--- src/hw/soc_fabric_pkg.sv ---
// address map, widths and channel types of the fabric
// AXI4-Lite only: single beats, no ids and no prot
package soc_fabric_pkg;

	// ----------------------------------------
	// widths
	// ----------------------------------------
	localparam int ADDR_W = 32;
	localparam int DATA_W = 64;
	localparam int STRB_W = DATA_W / 8;

	// ----------------------------------------
	// address map
	// ----------------------------------------
	localparam logic [ADDR_W-1:0] DRAM_BASE  = 32'h8000_0000;
	localparam logic [ADDR_W-1:0] DRAM_LEN   = 32'h1000_0000;
	localparam logic [ADDR_W-1:0] PERIP_BASE = 32'h4000_0000;
	localparam logic [ADDR_W-1:0] PERIP_LEN  = 32'h1000_0000;
	localparam logic [ADDR_W-1:0] CLINT_BASE = 32'h0200_0000;
	localparam logic [ADDR_W-1:0] CLINT_LEN  = 32'h000C_0000;

	// clint registers, relative to CLINT_BASE
	localparam logic [ADDR_W-1:0] MSIP_OFS     = 32'h0000_0000;
	localparam logic [ADDR_W-1:0] MTIMECMP_OFS = 32'h0000_4000;
	localparam logic [ADDR_W-1:0] MTIME_OFS    = 32'h0000_BFF8;

	localparam logic [1:0] RESP_OKAY   = 2'b00;
	localparam logic [1:0] RESP_DECERR = 2'b11;

	typedef enum logic [1:0] {
		TGT_DRAM,
		TGT_PERIP,
		TGT_CLINT,
		TGT_NONE
	} tgt_e;

	// one access inside the fabric
	typedef struct packed {
		logic              we;
		logic [ADDR_W-1:0] addr;
		logic [DATA_W-1:0] wdata;
		logic [STRB_W-1:0] wstrb;
	} fab_req_t;

	typedef struct packed {
		logic              we;
		logic [DATA_W-1:0] rdata;
		logic [1:0]        resp;
	} fab_rsp_t;

	// master-driven side of an AXI4-Lite port
	typedef struct packed {
		logic [ADDR_W-1:0] aw_addr;
		logic              aw_valid;
		logic [DATA_W-1:0] w_data;
		logic [STRB_W-1:0] w_strb;
		logic              w_valid;
		logic              b_ready;
		logic [ADDR_W-1:0] ar_addr;
		logic              ar_valid;
		logic              r_ready;
	} axil_req_t;

	// slave-driven side
	typedef struct packed {
		logic              aw_ready;
		logic              w_ready;
		logic [1:0]        b_resp;
		logic              b_valid;
		logic              ar_ready;
		logic [DATA_W-1:0] r_data;
		logic [1:0]        r_resp;
		logic              r_valid;
	} axil_rsp_t;

endpackage

--- src/hw/axil_front.sv ---
// AXI4-Lite slave side of the fabric
// AW and W are taken only together; responses return in request order
module axil_front (
	input  logic                      sys_clk,
	input  logic                      ndmreset_n,
	input  soc_fabric_pkg::axil_req_t s_req_i,
	output soc_fabric_pkg::axil_rsp_t s_rsp_o,
	output logic                      req_valid_o,
	input  logic                      req_ready_i,
	output soc_fabric_pkg::fab_req_t  req_o,
	input  logic                      rsp_valid_i,
	output logic                      rsp_ready_o,
	input  soc_fabric_pkg::fab_rsp_t  rsp_i
);
	import soc_fabric_pkg::*;

	logic wr_pend;
	logic rd_pend;
	logic pick_wr;
	logic sel_wr;
	logic last_wr_q;
	logic lock_q;
	logic lock_wr_q;

	// ----------------------------------------
	// request side
	// ----------------------------------------
	assign wr_pend = s_req_i.aw_valid & s_req_i.w_valid;
	assign rd_pend = s_req_i.ar_valid;

	// alternate when both wait
	assign pick_wr = wr_pend & (~rd_pend | ~last_wr_q);
	// hold the choice while the slice stalls
	assign sel_wr = lock_q ? lock_wr_q : pick_wr;

	assign req_valid_o = wr_pend | rd_pend;
	assign req_o.we    = sel_wr;
	assign req_o.addr  = sel_wr ? s_req_i.aw_addr : s_req_i.ar_addr;
	assign req_o.wdata = sel_wr ? s_req_i.w_data : '0;
	assign req_o.wstrb = sel_wr ? s_req_i.w_strb : '0;

	assign s_rsp_o.aw_ready = req_valid_o & req_ready_i & sel_wr;
	assign s_rsp_o.w_ready  = req_valid_o & req_ready_i & sel_wr;
	assign s_rsp_o.ar_ready = req_valid_o & req_ready_i & ~sel_wr;

	always_ff @(posedge sys_clk or negedge ndmreset_n) begin
		if (!ndmreset_n) begin
			last_wr_q <= 1'b0;
			lock_q    <= 1'b0;
			lock_wr_q <= 1'b0;
		end else begin
			lock_q    <= req_valid_o & ~req_ready_i;
			lock_wr_q <= sel_wr;
			if (req_valid_o && req_ready_i) begin
				last_wr_q <= sel_wr;
			end
		end
	end

	// ----------------------------------------
	// response side
	// ----------------------------------------
	// the we bit picks B or R
	assign s_rsp_o.b_valid = rsp_valid_i & rsp_i.we;
	assign s_rsp_o.b_resp  = rsp_i.resp;
	assign s_rsp_o.r_valid = rsp_valid_i & ~rsp_i.we;
	assign s_rsp_o.r_data  = rsp_i.rdata;
	assign s_rsp_o.r_resp  = rsp_i.resp;
	assign rsp_ready_o     = rsp_i.we ? s_req_i.b_ready : s_req_i.r_ready;

	// a stalled request keeps its direction
	assert property (@(posedge sys_clk) disable iff (!ndmreset_n)
		req_valid_o && !req_ready_i |=> req_valid_o && req_o.we == $past(req_o.we));

endmodule

--- src/hw/pipe_slice.sv ---
// two-entry register slice, full throughput, registered outputs
// in_ready_o depends on slice state only
module pipe_slice #(
	parameter type payload_t = soc_fabric_pkg::fab_req_t
) (
	input  logic     sys_clk,
	input  logic     ndmreset_n,
	input  logic     in_valid_i,
	output logic     in_ready_o,
	input  payload_t in_i,
	output logic     out_valid_o,
	input  logic     out_ready_i,
	output payload_t out_o
);
	logic     out_valid_q;
	logic     skid_valid_q;
	payload_t out_q;
	payload_t skid_q;
	logic     load_out;

	assign in_ready_o  = ~skid_valid_q;
	assign out_valid_o = out_valid_q;
	assign out_o       = out_q;

	// output register can take a new entry
	assign load_out = out_ready_i | ~out_valid_q;

	always_ff @(posedge sys_clk or negedge ndmreset_n) begin
		if (!ndmreset_n) begin
			out_valid_q  <= 1'b0;
			skid_valid_q <= 1'b0;
		end else if (load_out) begin
			out_valid_q  <= skid_valid_q | in_valid_i;
			skid_valid_q <= 1'b0;
		end else if (in_valid_i && !skid_valid_q) begin
			skid_valid_q <= 1'b1;
		end
	end

	// skid entry drains first, keeps order
	always_ff @(posedge sys_clk) begin
		if (load_out) begin
			out_q <= skid_valid_q ? skid_q : in_i;
		end else if (in_valid_i && !skid_valid_q) begin
			skid_q <= in_i;
		end
	end

	assert property (@(posedge sys_clk) disable iff (!ndmreset_n)
		out_valid_o && !out_ready_i |=> out_valid_o && $stable(out_o));

endmodule

--- src/hw/addr_decoder.sv ---
// one access at a time; address is rebased to the target window
// unmapped addresses answer DECERR without touching any target
module addr_decoder (
	input  logic                     sys_clk,
	input  logic                     ndmreset_n,
	input  logic                     req_valid_i,
	output logic                     req_ready_o,
	input  soc_fabric_pkg::fab_req_t req_i,
	output logic                     rsp_valid_o,
	input  logic                     rsp_ready_i,
	output soc_fabric_pkg::fab_rsp_t rsp_o,
	output logic                     mem_valid_o,
	input  logic                     mem_ready_i,
	input  logic                     mem_rsp_valid_i,
	input  soc_fabric_pkg::fab_rsp_t mem_rsp_i,
	output logic                     perip_valid_o,
	input  logic                     perip_ready_i,
	input  logic                     perip_rsp_valid_i,
	input  soc_fabric_pkg::fab_rsp_t perip_rsp_i,
	output logic                     clint_valid_o,
	input  logic                     clint_rsp_valid_i,
	input  soc_fabric_pkg::fab_rsp_t clint_rsp_i,
	output soc_fabric_pkg::fab_req_t tgt_req_o
);
	import soc_fabric_pkg::*;

	typedef enum logic [1:0] {ST_IDLE, ST_ISSUE, ST_WAIT, ST_RESP} state_e;

	state_e            state_q;
	tgt_e              tgt_q;
	tgt_e              tgt_d;
	logic [ADDR_W-1:0] base_d;
	fab_req_t          req_q;
	fab_rsp_t          rsp_q;
	logic              issue_done;
	logic              tgt_rsp_valid;
	fab_rsp_t          tgt_rsp;

	// window lookup, unsigned offset against length
	always_comb begin
		tgt_d  = TGT_NONE;
		base_d = '0;
		if ((req_i.addr - DRAM_BASE) < DRAM_LEN) begin
			tgt_d  = TGT_DRAM;
			base_d = DRAM_BASE;
		end else if ((req_i.addr - PERIP_BASE) < PERIP_LEN) begin
			tgt_d  = TGT_PERIP;
			base_d = PERIP_BASE;
		end else if ((req_i.addr - CLINT_BASE) < CLINT_LEN) begin
			tgt_d  = TGT_CLINT;
			base_d = CLINT_BASE;
		end
	end

	// clint takes a request without a ready
	always_comb begin
		case (tgt_q)
			TGT_DRAM: begin
				issue_done    = mem_ready_i;
				tgt_rsp_valid = mem_rsp_valid_i;
				tgt_rsp       = mem_rsp_i;
			end
			TGT_PERIP: begin
				issue_done    = perip_ready_i;
				tgt_rsp_valid = perip_rsp_valid_i;
				tgt_rsp       = perip_rsp_i;
			end
			default: begin
				issue_done    = 1'b1;
				tgt_rsp_valid = clint_rsp_valid_i;
				tgt_rsp       = clint_rsp_i;
			end
		endcase
	end

	assign req_ready_o   = (state_q == ST_IDLE);
	assign tgt_req_o     = req_q;
	assign mem_valid_o   = (state_q == ST_ISSUE) && (tgt_q == TGT_DRAM);
	assign perip_valid_o = (state_q == ST_ISSUE) && (tgt_q == TGT_PERIP);
	assign clint_valid_o = (state_q == ST_ISSUE) && (tgt_q == TGT_CLINT);
	assign rsp_valid_o   = (state_q == ST_RESP);
	assign rsp_o         = rsp_q;

	always_ff @(posedge sys_clk or negedge ndmreset_n) begin
		if (!ndmreset_n) begin
			state_q <= ST_IDLE;
			tgt_q   <= TGT_NONE;
		end else begin
			case (state_q)
				ST_IDLE: begin
					if (req_valid_i) begin
						tgt_q   <= tgt_d;
						state_q <= (tgt_d == TGT_NONE) ? ST_RESP : ST_ISSUE;
					end
				end
				ST_ISSUE: begin
					if (issue_done) begin
						state_q <= ST_WAIT;
					end
				end
				ST_WAIT: begin
					if (tgt_rsp_valid) begin
						state_q <= ST_RESP;
					end
				end
				default: begin
					if (rsp_ready_i) begin
						state_q <= ST_IDLE;
					end
				end
			endcase
		end
	end

	always_ff @(posedge sys_clk) begin
		if (state_q == ST_IDLE && req_valid_i) begin
			req_q.we    <= req_i.we;
			req_q.addr  <= req_i.addr - base_d;
			req_q.wdata <= req_i.wdata;
			req_q.wstrb <= req_i.wstrb;
			// preset for the unmapped case
			rsp_q <= '{we: req_i.we, rdata: '0, resp: RESP_DECERR};
		end else if (state_q == ST_WAIT && tgt_rsp_valid) begin
			rsp_q <= tgt_rsp;
		end
	end

	// at most one target answers in a cycle
	assert property (@(posedge sys_clk) disable iff (!ndmreset_n)
		$onehot0({mem_rsp_valid_i, perip_rsp_valid_i, clint_rsp_valid_i}));

endmodule

--- src/hw/clint_regs.sv ---
// single-hart machine timer, mtime runs at half the clock rate
// accepts every request and answers the next cycle
module clint_regs (
	input  logic                     sys_clk,
	input  logic                     ndmreset_n,
	input  logic                     req_valid_i,
	input  soc_fabric_pkg::fab_req_t req_i,
	output logic                     rsp_valid_o,
	output soc_fabric_pkg::fab_rsp_t rsp_o,
	output logic                     timer_irq_o,
	output logic                     ipi_o
);
	import soc_fabric_pkg::*;

	logic              rtc_q;
	logic [DATA_W-1:0] mtime_q;
	logic [DATA_W-1:0] mtimecmp_q;
	logic              msip_q;
	logic              rsp_valid_q;
	fab_rsp_t          rsp_q;
	logic              wr_sel;
	logic [DATA_W-1:0] rdata;

	// byte-wise merge under wstrb
	function automatic logic [DATA_W-1:0] apply_strb(input logic [DATA_W-1:0] old_val,
			input logic [DATA_W-1:0] new_val, input logic [STRB_W-1:0] strb);
		logic [DATA_W-1:0] res;
		int                i;
		res = old_val;
		for (i = 0; i < STRB_W; i++) begin
			if (strb[i]) begin
				res[8*i +: 8] = new_val[8*i +: 8];
			end
		end
		return res;
	endfunction

	assign wr_sel = req_valid_i & req_i.we;

	// unknown offsets read as zero
	always_comb begin
		case (req_i.addr)
			MSIP_OFS:     rdata = {{(DATA_W-1){1'b0}}, msip_q};
			MTIMECMP_OFS: rdata = mtimecmp_q;
			MTIME_OFS:    rdata = mtime_q;
			default:      rdata = '0;
		endcase
	end

	always_ff @(posedge sys_clk or negedge ndmreset_n) begin
		if (!ndmreset_n) begin
			rtc_q       <= 1'b0;
			mtime_q     <= '0;
			mtimecmp_q  <= '1;
			msip_q      <= 1'b0;
			rsp_valid_q <= 1'b0;
		end else begin
			rtc_q       <= ~rtc_q;
			rsp_valid_q <= req_valid_i;
			// software write wins over the tick
			if (wr_sel && req_i.addr == MTIME_OFS) begin
				mtime_q <= apply_strb(mtime_q, req_i.wdata, req_i.wstrb);
			end else if (rtc_q) begin
				mtime_q <= mtime_q + 1'b1;
			end
			if (wr_sel && req_i.addr == MTIMECMP_OFS) begin
				mtimecmp_q <= apply_strb(mtimecmp_q, req_i.wdata, req_i.wstrb);
			end
			if (wr_sel && req_i.addr == MSIP_OFS && req_i.wstrb[0]) begin
				msip_q <= req_i.wdata[0];
			end
		end
	end

	always_ff @(posedge sys_clk) begin
		if (req_valid_i) begin
			rsp_q <= '{we: req_i.we, rdata: rdata, resp: RESP_OKAY};
		end
	end

	assign rsp_valid_o = rsp_valid_q;
	assign rsp_o       = rsp_q;
	assign ipi_o       = msip_q;
	assign timer_irq_o = (mtime_q >= mtimecmp_q);

endmodule

--- src/hw/axil_master_port.sv ---
// one outstanding access on an external AXI4-Lite master port
// the address arrives already rebased to the window
module axil_master_port (
	input  logic                      sys_clk,
	input  logic                      ndmreset_n,
	input  logic                      req_valid_i,
	output logic                      req_ready_o,
	input  soc_fabric_pkg::fab_req_t  req_i,
	output logic                      rsp_valid_o,
	input  soc_fabric_pkg::axil_rsp_t rsp_i,
	output soc_fabric_pkg::fab_rsp_t  rsp_o,
	output soc_fabric_pkg::axil_req_t axil_o
);
	import soc_fabric_pkg::*;

	typedef enum logic [1:0] {MP_IDLE, MP_WRITE, MP_READ} state_e;

	state_e   state_q;
	logic     aw_pend_q;
	logic     w_pend_q;
	logic     ar_pend_q;
	fab_req_t req_q;
	logic     b_done;
	logic     r_done;

	assign req_ready_o = (state_q == MP_IDLE);

	assign axil_o.aw_addr  = req_q.addr;
	assign axil_o.aw_valid = aw_pend_q;
	assign axil_o.w_data   = req_q.wdata;
	assign axil_o.w_strb   = req_q.wstrb;
	assign axil_o.w_valid  = w_pend_q;
	assign axil_o.b_ready  = (state_q == MP_WRITE);
	assign axil_o.ar_addr  = req_q.addr;
	assign axil_o.ar_valid = ar_pend_q;
	assign axil_o.r_ready  = (state_q == MP_READ);

	// the decoder always has room for the one response it waits on
	assign b_done      = axil_o.b_ready & rsp_i.b_valid;
	assign r_done      = axil_o.r_ready & rsp_i.r_valid;
	assign rsp_valid_o = b_done | r_done;
	assign rsp_o.we    = (state_q == MP_WRITE);
	assign rsp_o.rdata = (state_q == MP_WRITE) ? '0 : rsp_i.r_data;
	assign rsp_o.resp  = (state_q == MP_WRITE) ? rsp_i.b_resp : rsp_i.r_resp;

	always_ff @(posedge sys_clk or negedge ndmreset_n) begin
		if (!ndmreset_n) begin
			state_q   <= MP_IDLE;
			aw_pend_q <= 1'b0;
			w_pend_q  <= 1'b0;
			ar_pend_q <= 1'b0;
		end else begin
			case (state_q)
				MP_IDLE: begin
					if (req_valid_i) begin
						aw_pend_q <= req_i.we;
						w_pend_q  <= req_i.we;
						ar_pend_q <= ~req_i.we;
						state_q   <= req_i.we ? MP_WRITE : MP_READ;
					end
				end
				MP_WRITE: begin
					// AW and W complete independently
					if (rsp_i.aw_ready) begin
						aw_pend_q <= 1'b0;
					end
					if (rsp_i.w_ready) begin
						w_pend_q <= 1'b0;
					end
					if (b_done) begin
						state_q <= MP_IDLE;
					end
				end
				MP_READ: begin
					if (rsp_i.ar_ready) begin
						ar_pend_q <= 1'b0;
					end
					if (r_done) begin
						state_q <= MP_IDLE;
					end
				end
				default: state_q <= MP_IDLE;
			endcase
		end
	end

	always_ff @(posedge sys_clk) begin
		if (state_q == MP_IDLE && req_valid_i) begin
			req_q <= req_i;
		end
	end

	// the slave must not answer before both address and data went out
	assert property (@(posedge sys_clk) disable iff (!ndmreset_n)
		b_done |-> !aw_pend_q && !w_pend_q);

endmodule

--- src/hw/soc_fabric.sv ---
// fabric top: front end, request slice, decoder, response slice
// DRAM and peripheral windows leave on AXI4-Lite, CLINT is local
module soc_fabric (
	input  logic                      sys_clk,
	input  logic                      ndmreset_n,
	input  soc_fabric_pkg::axil_req_t s_req_i,
	output soc_fabric_pkg::axil_rsp_t s_rsp_o,
	output soc_fabric_pkg::axil_req_t mem_req_o,
	input  soc_fabric_pkg::axil_rsp_t mem_rsp_i,
	output soc_fabric_pkg::axil_req_t perip_req_o,
	input  soc_fabric_pkg::axil_rsp_t perip_rsp_i,
	output logic                      timer_irq_o,
	output logic                      ipi_o
);
	import soc_fabric_pkg::*;

	logic     fe_req_valid;
	logic     fe_req_ready;
	fab_req_t fe_req;
	logic     dq_valid;
	logic     dq_ready;
	fab_req_t dq_req;
	logic     dr_valid;
	logic     dr_ready;
	fab_rsp_t dr_rsp;
	logic     fr_valid;
	logic     fr_ready;
	fab_rsp_t fr_rsp;

	// decoder to targets
	fab_req_t tgt_req;
	logic     mem_valid;
	logic     mem_ready;
	logic     mem_rsp_valid;
	fab_rsp_t mem_rsp;
	logic     perip_valid;
	logic     perip_ready;
	logic     perip_rsp_valid;
	fab_rsp_t perip_rsp;
	logic     clint_valid;
	logic     clint_rsp_valid;
	fab_rsp_t clint_rsp;

	axil_front u_front (
		.sys_clk     (sys_clk),
		.ndmreset_n  (ndmreset_n),
		.s_req_i     (s_req_i),
		.s_rsp_o     (s_rsp_o),
		.req_valid_o (fe_req_valid),
		.req_ready_i (fe_req_ready),
		.req_o       (fe_req),
		.rsp_valid_i (fr_valid),
		.rsp_ready_o (fr_ready),
		.rsp_i       (fr_rsp)
	);

	pipe_slice #(.payload_t(fab_req_t)) u_req_slice (
		.sys_clk     (sys_clk),
		.ndmreset_n  (ndmreset_n),
		.in_valid_i  (fe_req_valid),
		.in_ready_o  (fe_req_ready),
		.in_i        (fe_req),
		.out_valid_o (dq_valid),
		.out_ready_i (dq_ready),
		.out_o       (dq_req)
	);

	addr_decoder u_decoder (
		.sys_clk           (sys_clk),
		.ndmreset_n        (ndmreset_n),
		.req_valid_i       (dq_valid),
		.req_ready_o       (dq_ready),
		.req_i             (dq_req),
		.rsp_valid_o       (dr_valid),
		.rsp_ready_i       (dr_ready),
		.rsp_o             (dr_rsp),
		.mem_valid_o       (mem_valid),
		.mem_ready_i       (mem_ready),
		.mem_rsp_valid_i   (mem_rsp_valid),
		.mem_rsp_i         (mem_rsp),
		.perip_valid_o     (perip_valid),
		.perip_ready_i     (perip_ready),
		.perip_rsp_valid_i (perip_rsp_valid),
		.perip_rsp_i       (perip_rsp),
		.clint_valid_o     (clint_valid),
		.clint_rsp_valid_i (clint_rsp_valid),
		.clint_rsp_i       (clint_rsp),
		.tgt_req_o         (tgt_req)
	);

	pipe_slice #(.payload_t(fab_rsp_t)) u_rsp_slice (
		.sys_clk     (sys_clk),
		.ndmreset_n  (ndmreset_n),
		.in_valid_i  (dr_valid),
		.in_ready_o  (dr_ready),
		.in_i        (dr_rsp),
		.out_valid_o (fr_valid),
		.out_ready_i (fr_ready),
		.out_o       (fr_rsp)
	);

	clint_regs u_clint (
		.sys_clk     (sys_clk),
		.ndmreset_n  (ndmreset_n),
		.req_valid_i (clint_valid),
		.req_i       (tgt_req),
		.rsp_valid_o (clint_rsp_valid),
		.rsp_o       (clint_rsp),
		.timer_irq_o (timer_irq_o),
		.ipi_o       (ipi_o)
	);

	axil_master_port u_mem_port (
		.sys_clk     (sys_clk),
		.ndmreset_n  (ndmreset_n),
		.req_valid_i (mem_valid),
		.req_ready_o (mem_ready),
		.req_i       (tgt_req),
		.rsp_valid_o (mem_rsp_valid),
		.rsp_i       (mem_rsp_i),
		.rsp_o       (mem_rsp),
		.axil_o      (mem_req_o)
	);

	axil_master_port u_perip_port (
		.sys_clk     (sys_clk),
		.ndmreset_n  (ndmreset_n),
		.req_valid_i (perip_valid),
		.req_ready_o (perip_ready),
		.req_i       (tgt_req),
		.rsp_valid_o (perip_rsp_valid),
		.rsp_i       (perip_rsp_i),
		.rsp_o       (perip_rsp),
		.axil_o      (perip_req_o)
	);

endmodule

--- config.mk ---
export PLATFORM = sky130hd
export DESIGN_NAME = soc_fabric
export DESIGN_NICKNAME = d
export VERILOG_FILES = /design/src/hw/soc_fabric_pkg.sv /design/src/hw/axil_front.sv /design/src/hw/pipe_slice.sv /design/src/hw/addr_decoder.sv /design/src/hw/clint_regs.sv /design/src/hw/axil_master_port.sv /design/src/hw/soc_fabric.sv
export SDC_FILE = /design/constraint.sdc
export NUM_CORES = 1
export LEC_CHECK = 0
export BUFFER_PORTS_ARGS = -buffer_cell sky130_fd_sc_hd__buf_2
export CAP_MARGIN = 20
export CELL_PAD_IN_SITES_DETAIL_PLACEMENT = 0
export CELL_PAD_IN_SITES_GLOBAL_PLACEMENT = 1
export CORE_UTILIZATION = 47
export DETAILED_ROUTE_END_ITERATION = 12
export GPL_ROUTABILITY_DRIVEN = 0
export PLACE_DENSITY = 0.87
export SLEW_MARGIN = 20
export SYNTH_ARGS = -nofsm -noshare
export SYNTH_HDL_FRONTEND = slang
export SYNTH_SLANG_ARGS = --single-unit
export TNS_END_PERCENT = 30
--- constraint.sdc ---
create_clock -name sys_clk -period 21.9 [get_ports sys_clk]
set_clock_uncertainty 0.2 [all_clocks]
set_input_delay 2.19 -clock sys_clk [delete_from_list [all_inputs] [get_ports sys_clk]]
set_output_delay 2.19 -clock sys_clk [all_outputs]
set_load 0.1 [all_outputs]
# Word-level counts from Yosys, hierarchy flattened
# Cells that the tools add are included.
# word_totals
regBits	941
word_cells	267
# op_classes
n_addsub	5
order_cmp	4
n_eq_ne	36
muxes	68
n_bitwise	32
n_reduce_logical	57
# ops
cell	n
64-bit two-way mux	5
67-bit two-way mux	3
64-bit one-hot mux with 3 select lines	1
67-bit one-hot mux with 2 select lines	1
105-bit two-way mux	1
32-bit two-way mux	3
8-bit two-way mux	9
64-bit by 1-bit adder with 64-bit output, second input constant	1
64-bit greater-or-equal comparator	1
32-bit by 29-bit < comparator with 1-bit output, second input constant	2
2-bit AND reduction	19
2-bit != test, second input constant	17
32-bit by 15-bit equality test with 1-bit output, second input constant	1
32-bit by 16-bit equality test with 1-bit output, second input constant	1
32-bit zero test	1
32-bit by 20-bit < comparator with 1-bit output, second input constant	1
2-bit two-way mux	16
32-bit by 26-bit subtractor with 32-bit output, second input constant	1
32-bit by 31-bit subtractor with 32-bit output, second input constant	1
32-bit subtractor	1
32-bit subtractor, second input constant	1
26-bit two-way mux	1
3-bit AND reduction	8
2-bit one-hot mux with 3 select lines	3
other kinds (14)	103

# Depth between registers and ports, before layout
# depth
depth_word	9
ltp_mapped	11

# Modules after synthesis
# A second synthesis with hierarchy kept.
# unflattened
hier_cells	3073
area_unflattened_um2	41861.4
# modules_own_cells
mod	instances	cells_each	area_per_inst_um2	seq_area_each_um2
clint_regs	1	1046	11013.1	5310.1
axil_master_port	2	253	4175.3	3248.1
pipe_slice at u_req_slice	1	335	7716.2	6356.1
addr_decoder	1	692	7417.1	4606.9
pipe_slice at u_rsp_slice	1	217	5255.0	4073.9
axil_front	1	277	2109.5	75.1

# Least setup slack after synthesis
# OpenSTA, ideal clock, no wires.
# synth_path
path_kind	reg2reg
from	register u_decoder.state_q[0]
to	register u_req_slice.skid_q[0] (netlist bit) (enable)
setup_time_ps	697
t_arrival_ps	10768
t_required_ps	21003
slack_ps	10235
path_stages_with_launch	6
n_path_buf	0
period_less_slack_ps	11665
cell_sequence	dfrtp_1 > inv_1 > ha_1 > inv_1 > nand2_1 > nor3_1
# synth_between
elab_chain_len	4
# synth_rtl
item	line	rtl
start: declaration	addr_decoder.sv:29	state_e state_q;
start signal: assignment	addr_decoder.sv:93	state_q <= (tgt_d == TGT_NONE) ? ST_RESP : ST_ISSUE;
2-bit zero test	addr_decoder.sv:76	assign req_ready_o = (state_q == ST_IDLE);
1-bit OR	pipe_slice.sv:26	assign load_out = out_ready_i | ~out_valid_q;
named net u_req_slice.load_out	pipe_slice.sv:19	logic load_out;
1-bit inverter (no line)	--	
2-bit AND reduction (no line)	--	
end signal: assignment	pipe_slice.sv:45	skid_q <= in_i;
end: declaration	pipe_slice.sv:18	payload_t skid_q;
# The timed path passes the listed nets, and every way through them passes these cells.
# A chain may end at the register's enable or synchronous reset.

==> summary.txt <==
Status = finished, violations left
Failing checks = design-rule violations
FMAX = 160 MHz
Root Buffer = clkbuf_16
GRT overflow = 0
DRT Wirelength = 100000 um
Vias in the first global route = 23700
RSZ-0062 raised after global routing = no
GRT Total Usage = 23.1%
Placed Cells incl. Taps = 4134
Die width = 290 um
Clock sinks = 941
Antenna Nets Post-Route = 0
CP startpoint kind = primary input
Area Growth Syn to Fin = 17.3%
Die ar. = 84200 sq um
Cell with the most instances after synthesis = edfxtp_1
Final setup violation count = 0
Portion of netlist area occupied by mux cells = 8.16%
Number of synthesized flops with an enable pin = 723
Global-route wire length before repair = 148000 um
Resized Gates After CTS = 0
Synth Instances = 2642
Final Hold Viols = 0
Most used flip-flop cell after synthesis = edfxtp_1
Largest net degree at the start of global routing = 89
Pleak = 0.0175 uW
GRT busiest layer = met2
Initial antenna violation count = 17
Clock-pin slew on the worst setup and hold paths = 60 ps
Post-synthesis cell type count = 74
Setup TNS = 0 ps
DPL Wire Length = 70300 um
Share of cells above drive strength 1 = 35.4%
Crit. End Element = output pin
Critical path arrival = 3880 ps
Ports = 646
Synth top area share = 55.6%
Max transition margin = 29.6%
Mapped cell area = 39000 sq um
Vias per inst = 5.65
Synth area leaders = edfxtp_1 (56%), mux2_2 (6.1%), dfrtp_1 (5.5%)
FP Rows = 105
Post-synth top cells = edfxtp_1 (723), mux2_2 (211), nor2_1 (158)
Synth Area in Compound Gates = 8.32%
Avg Cell Area, Syn = 14.8 sq um
Buffers on Ports = 645
CTS buffer count = 97
Post-synthesis xor/xnor area fraction = 0.135%
Final hold slack = 215 ps
Crit path kind = in2out
Grt met1 use = 33.9%
Synth Area in Adders = 2.40%
Die Y = 290 um
DRT iter0 DRCs = 2172
Yosys warning total = 0
Final period util = 28.6%
Pwr Total = 6040 uW
Asr flop ratio synth = 16.2%
Met2 Use GR = 35.5%
Clk buf depth = 3
Nets = 3527
Hold bufs inserted after CTS = 0
Data required, critical path = 19510 ps
Hold Crit Class = reg2reg
Synth Area in Simple Gates = 7.27%
Setup Buffers After CTS = 0
Flops & latches, synth = 941
Max FO, Critical Path = 69
Largest family of logic cells by synthesized area = compound AO/OA/AOI/OAI gates
Slew @ Worst Pin = 1050 ps
Cell taking the most area after synthesis = edfxtp_1
Cell Count, Final, Fillers Out = 4327
H-tree Lvls = 3
Initial core utilization = 47.6%
Routed wire per std cell = 23.2 um
Peak VDD IR = 0.000104 V
Register area share after synthesis = 68.9%
Vias = 24500
CTS tree = yes
Fin. max-slew vios = 0
Tmin final = 6270 ps
Power Dens Cells = 132 nW/um^2
Clock Latency Late Sink = 650 ps
Grt met3 use = 3.75%
Total iterations of the first detailed-routing run = 13
Max_cap viols = 0
Synthesized net count = 3006
CORE AREA = 82100 sq um
Drt drc = 1
## flip-flops by register name (all words and copies together), names as in the netlist, 67 cells and up
signal,count
u_req_slice.out_o,105
u_perip_port.axil_o,104
u_rsp_slice.out_o,67
u_decoder.tgt_req_o,105
u_decoder.rsp_o,67
u_req_slice.skid_q,105
u_rsp_slice.skid_q,67
u_mem_port.axil_o,104
## per-layer routing
layer | up-vias | share of wire (%)
li1 | 11100 | -
met1 | 12300 | 45
met2 | 906 | 46
met3 | 168 | 6.5
met4 | 14 | 2.5
met5 | - | 0.091
## per-stage QoR
stage | area [sq um] | util (%) | setup slack [ps]
2_1_floorplan | 39000 | - | 10240
3_3_place_gp | 42400 | 51.7 | 15560
3_5_place_dp | 42400 | 51.7 | 15580
4_1_cts | 45800 | 55.7 | 15580
5_1_grt | 45800 | 55.8 | 15490
6_report | 45800 | 55.8 | 15630
## path summary, 6_finish.rpt
kind | start | endpoint | slack (ps) | cells after the start
setup / recovery | s_req_i[1] | s_rsp_o[72] | 15630 | 7
hold / removal | u_req_slice.out_o[82] | u_decoder.tgt_req_o[82] | 210 | 0
setup reg to reg | u_decoder.tgt_req_o[89] | u_clint.mtimecmp_q[11] | 17880 | 7
hold reg to reg | u_req_slice.out_o[82] | u_decoder.tgt_req_o[82] | 210 | 0
max in group asynchronous | ndmreset_n | u_clint.mtime_q[27] | 18580 | 2
min in group asynchronous | ndmreset_n | u_perip_port.ar_pend_q | 1390 | 1
## where the power goes
part           internal [uW]  leakage [uW]  switching [uW]
logic                    350       0.00668            1110
registers               2550       0.00924             322
clock network           1010       0.00162             705
## worst max-delay path: stages
cell and delay, ps:
buf_2 110, nand2_1 60, nand3_1 140, o21ai_4 150, buf_4 540, and2_1 240, buf_2 430
## cells in the final DEF, fill, tap and decap left out, types with 11 or more instances in the layout
master / n
dfxtp_1: 66
nor2_1: 157
clkbuf_1: 17
nand2_1: 97
ha_1: 75
buf_2: 644
clkinv_2: 17
a222oi_1: 64
inv_1: 94
nand4_1: 32
buf_4: 31
a211oi_1: 82
nand3_1: 49
and3_1: 15
a22o_1: 65
and2_1: 79
bufinv_16: 14
nor4_1: 23
mux2_2: 211
nor2b_1: 11
o32ai_1: 13
clkbuf_16: 99
mux2_1: 64
dfrtp_1: 84
nor3_1: 27
o21ai_0: 59
edfxtp_1: 723
a21oi_1: 67
dfstp_2: 66
## logic make-up (layout without fill, tap and decap cells)
kind of cell             Yosys count  in the layout
adder cells (fa/ha/maj)           75             75
multiplexers                     284            284
other                              0             10
buffers and inverters            349            954
XOR/XNOR                           6              6
AND/OR/NAND/NOR                  556            556
flip-flops                       941            941
AO/OA/AOI/OAI                    431            431
## cell type report
class / count / area (sq um)
sequential: 941 / 26900
fill: 6572 / 36300
antenna: 10 / 25.0
multi-input combinational: 1352 / 10300
tap: 1070 / 1340
timing repair buffer: 676 / 3470
clock buffer: 119 / 2580
inverter: 95 / 362
clock inverter: 64 / 761
Note: power is estimated with default switching activity, not from simulation.
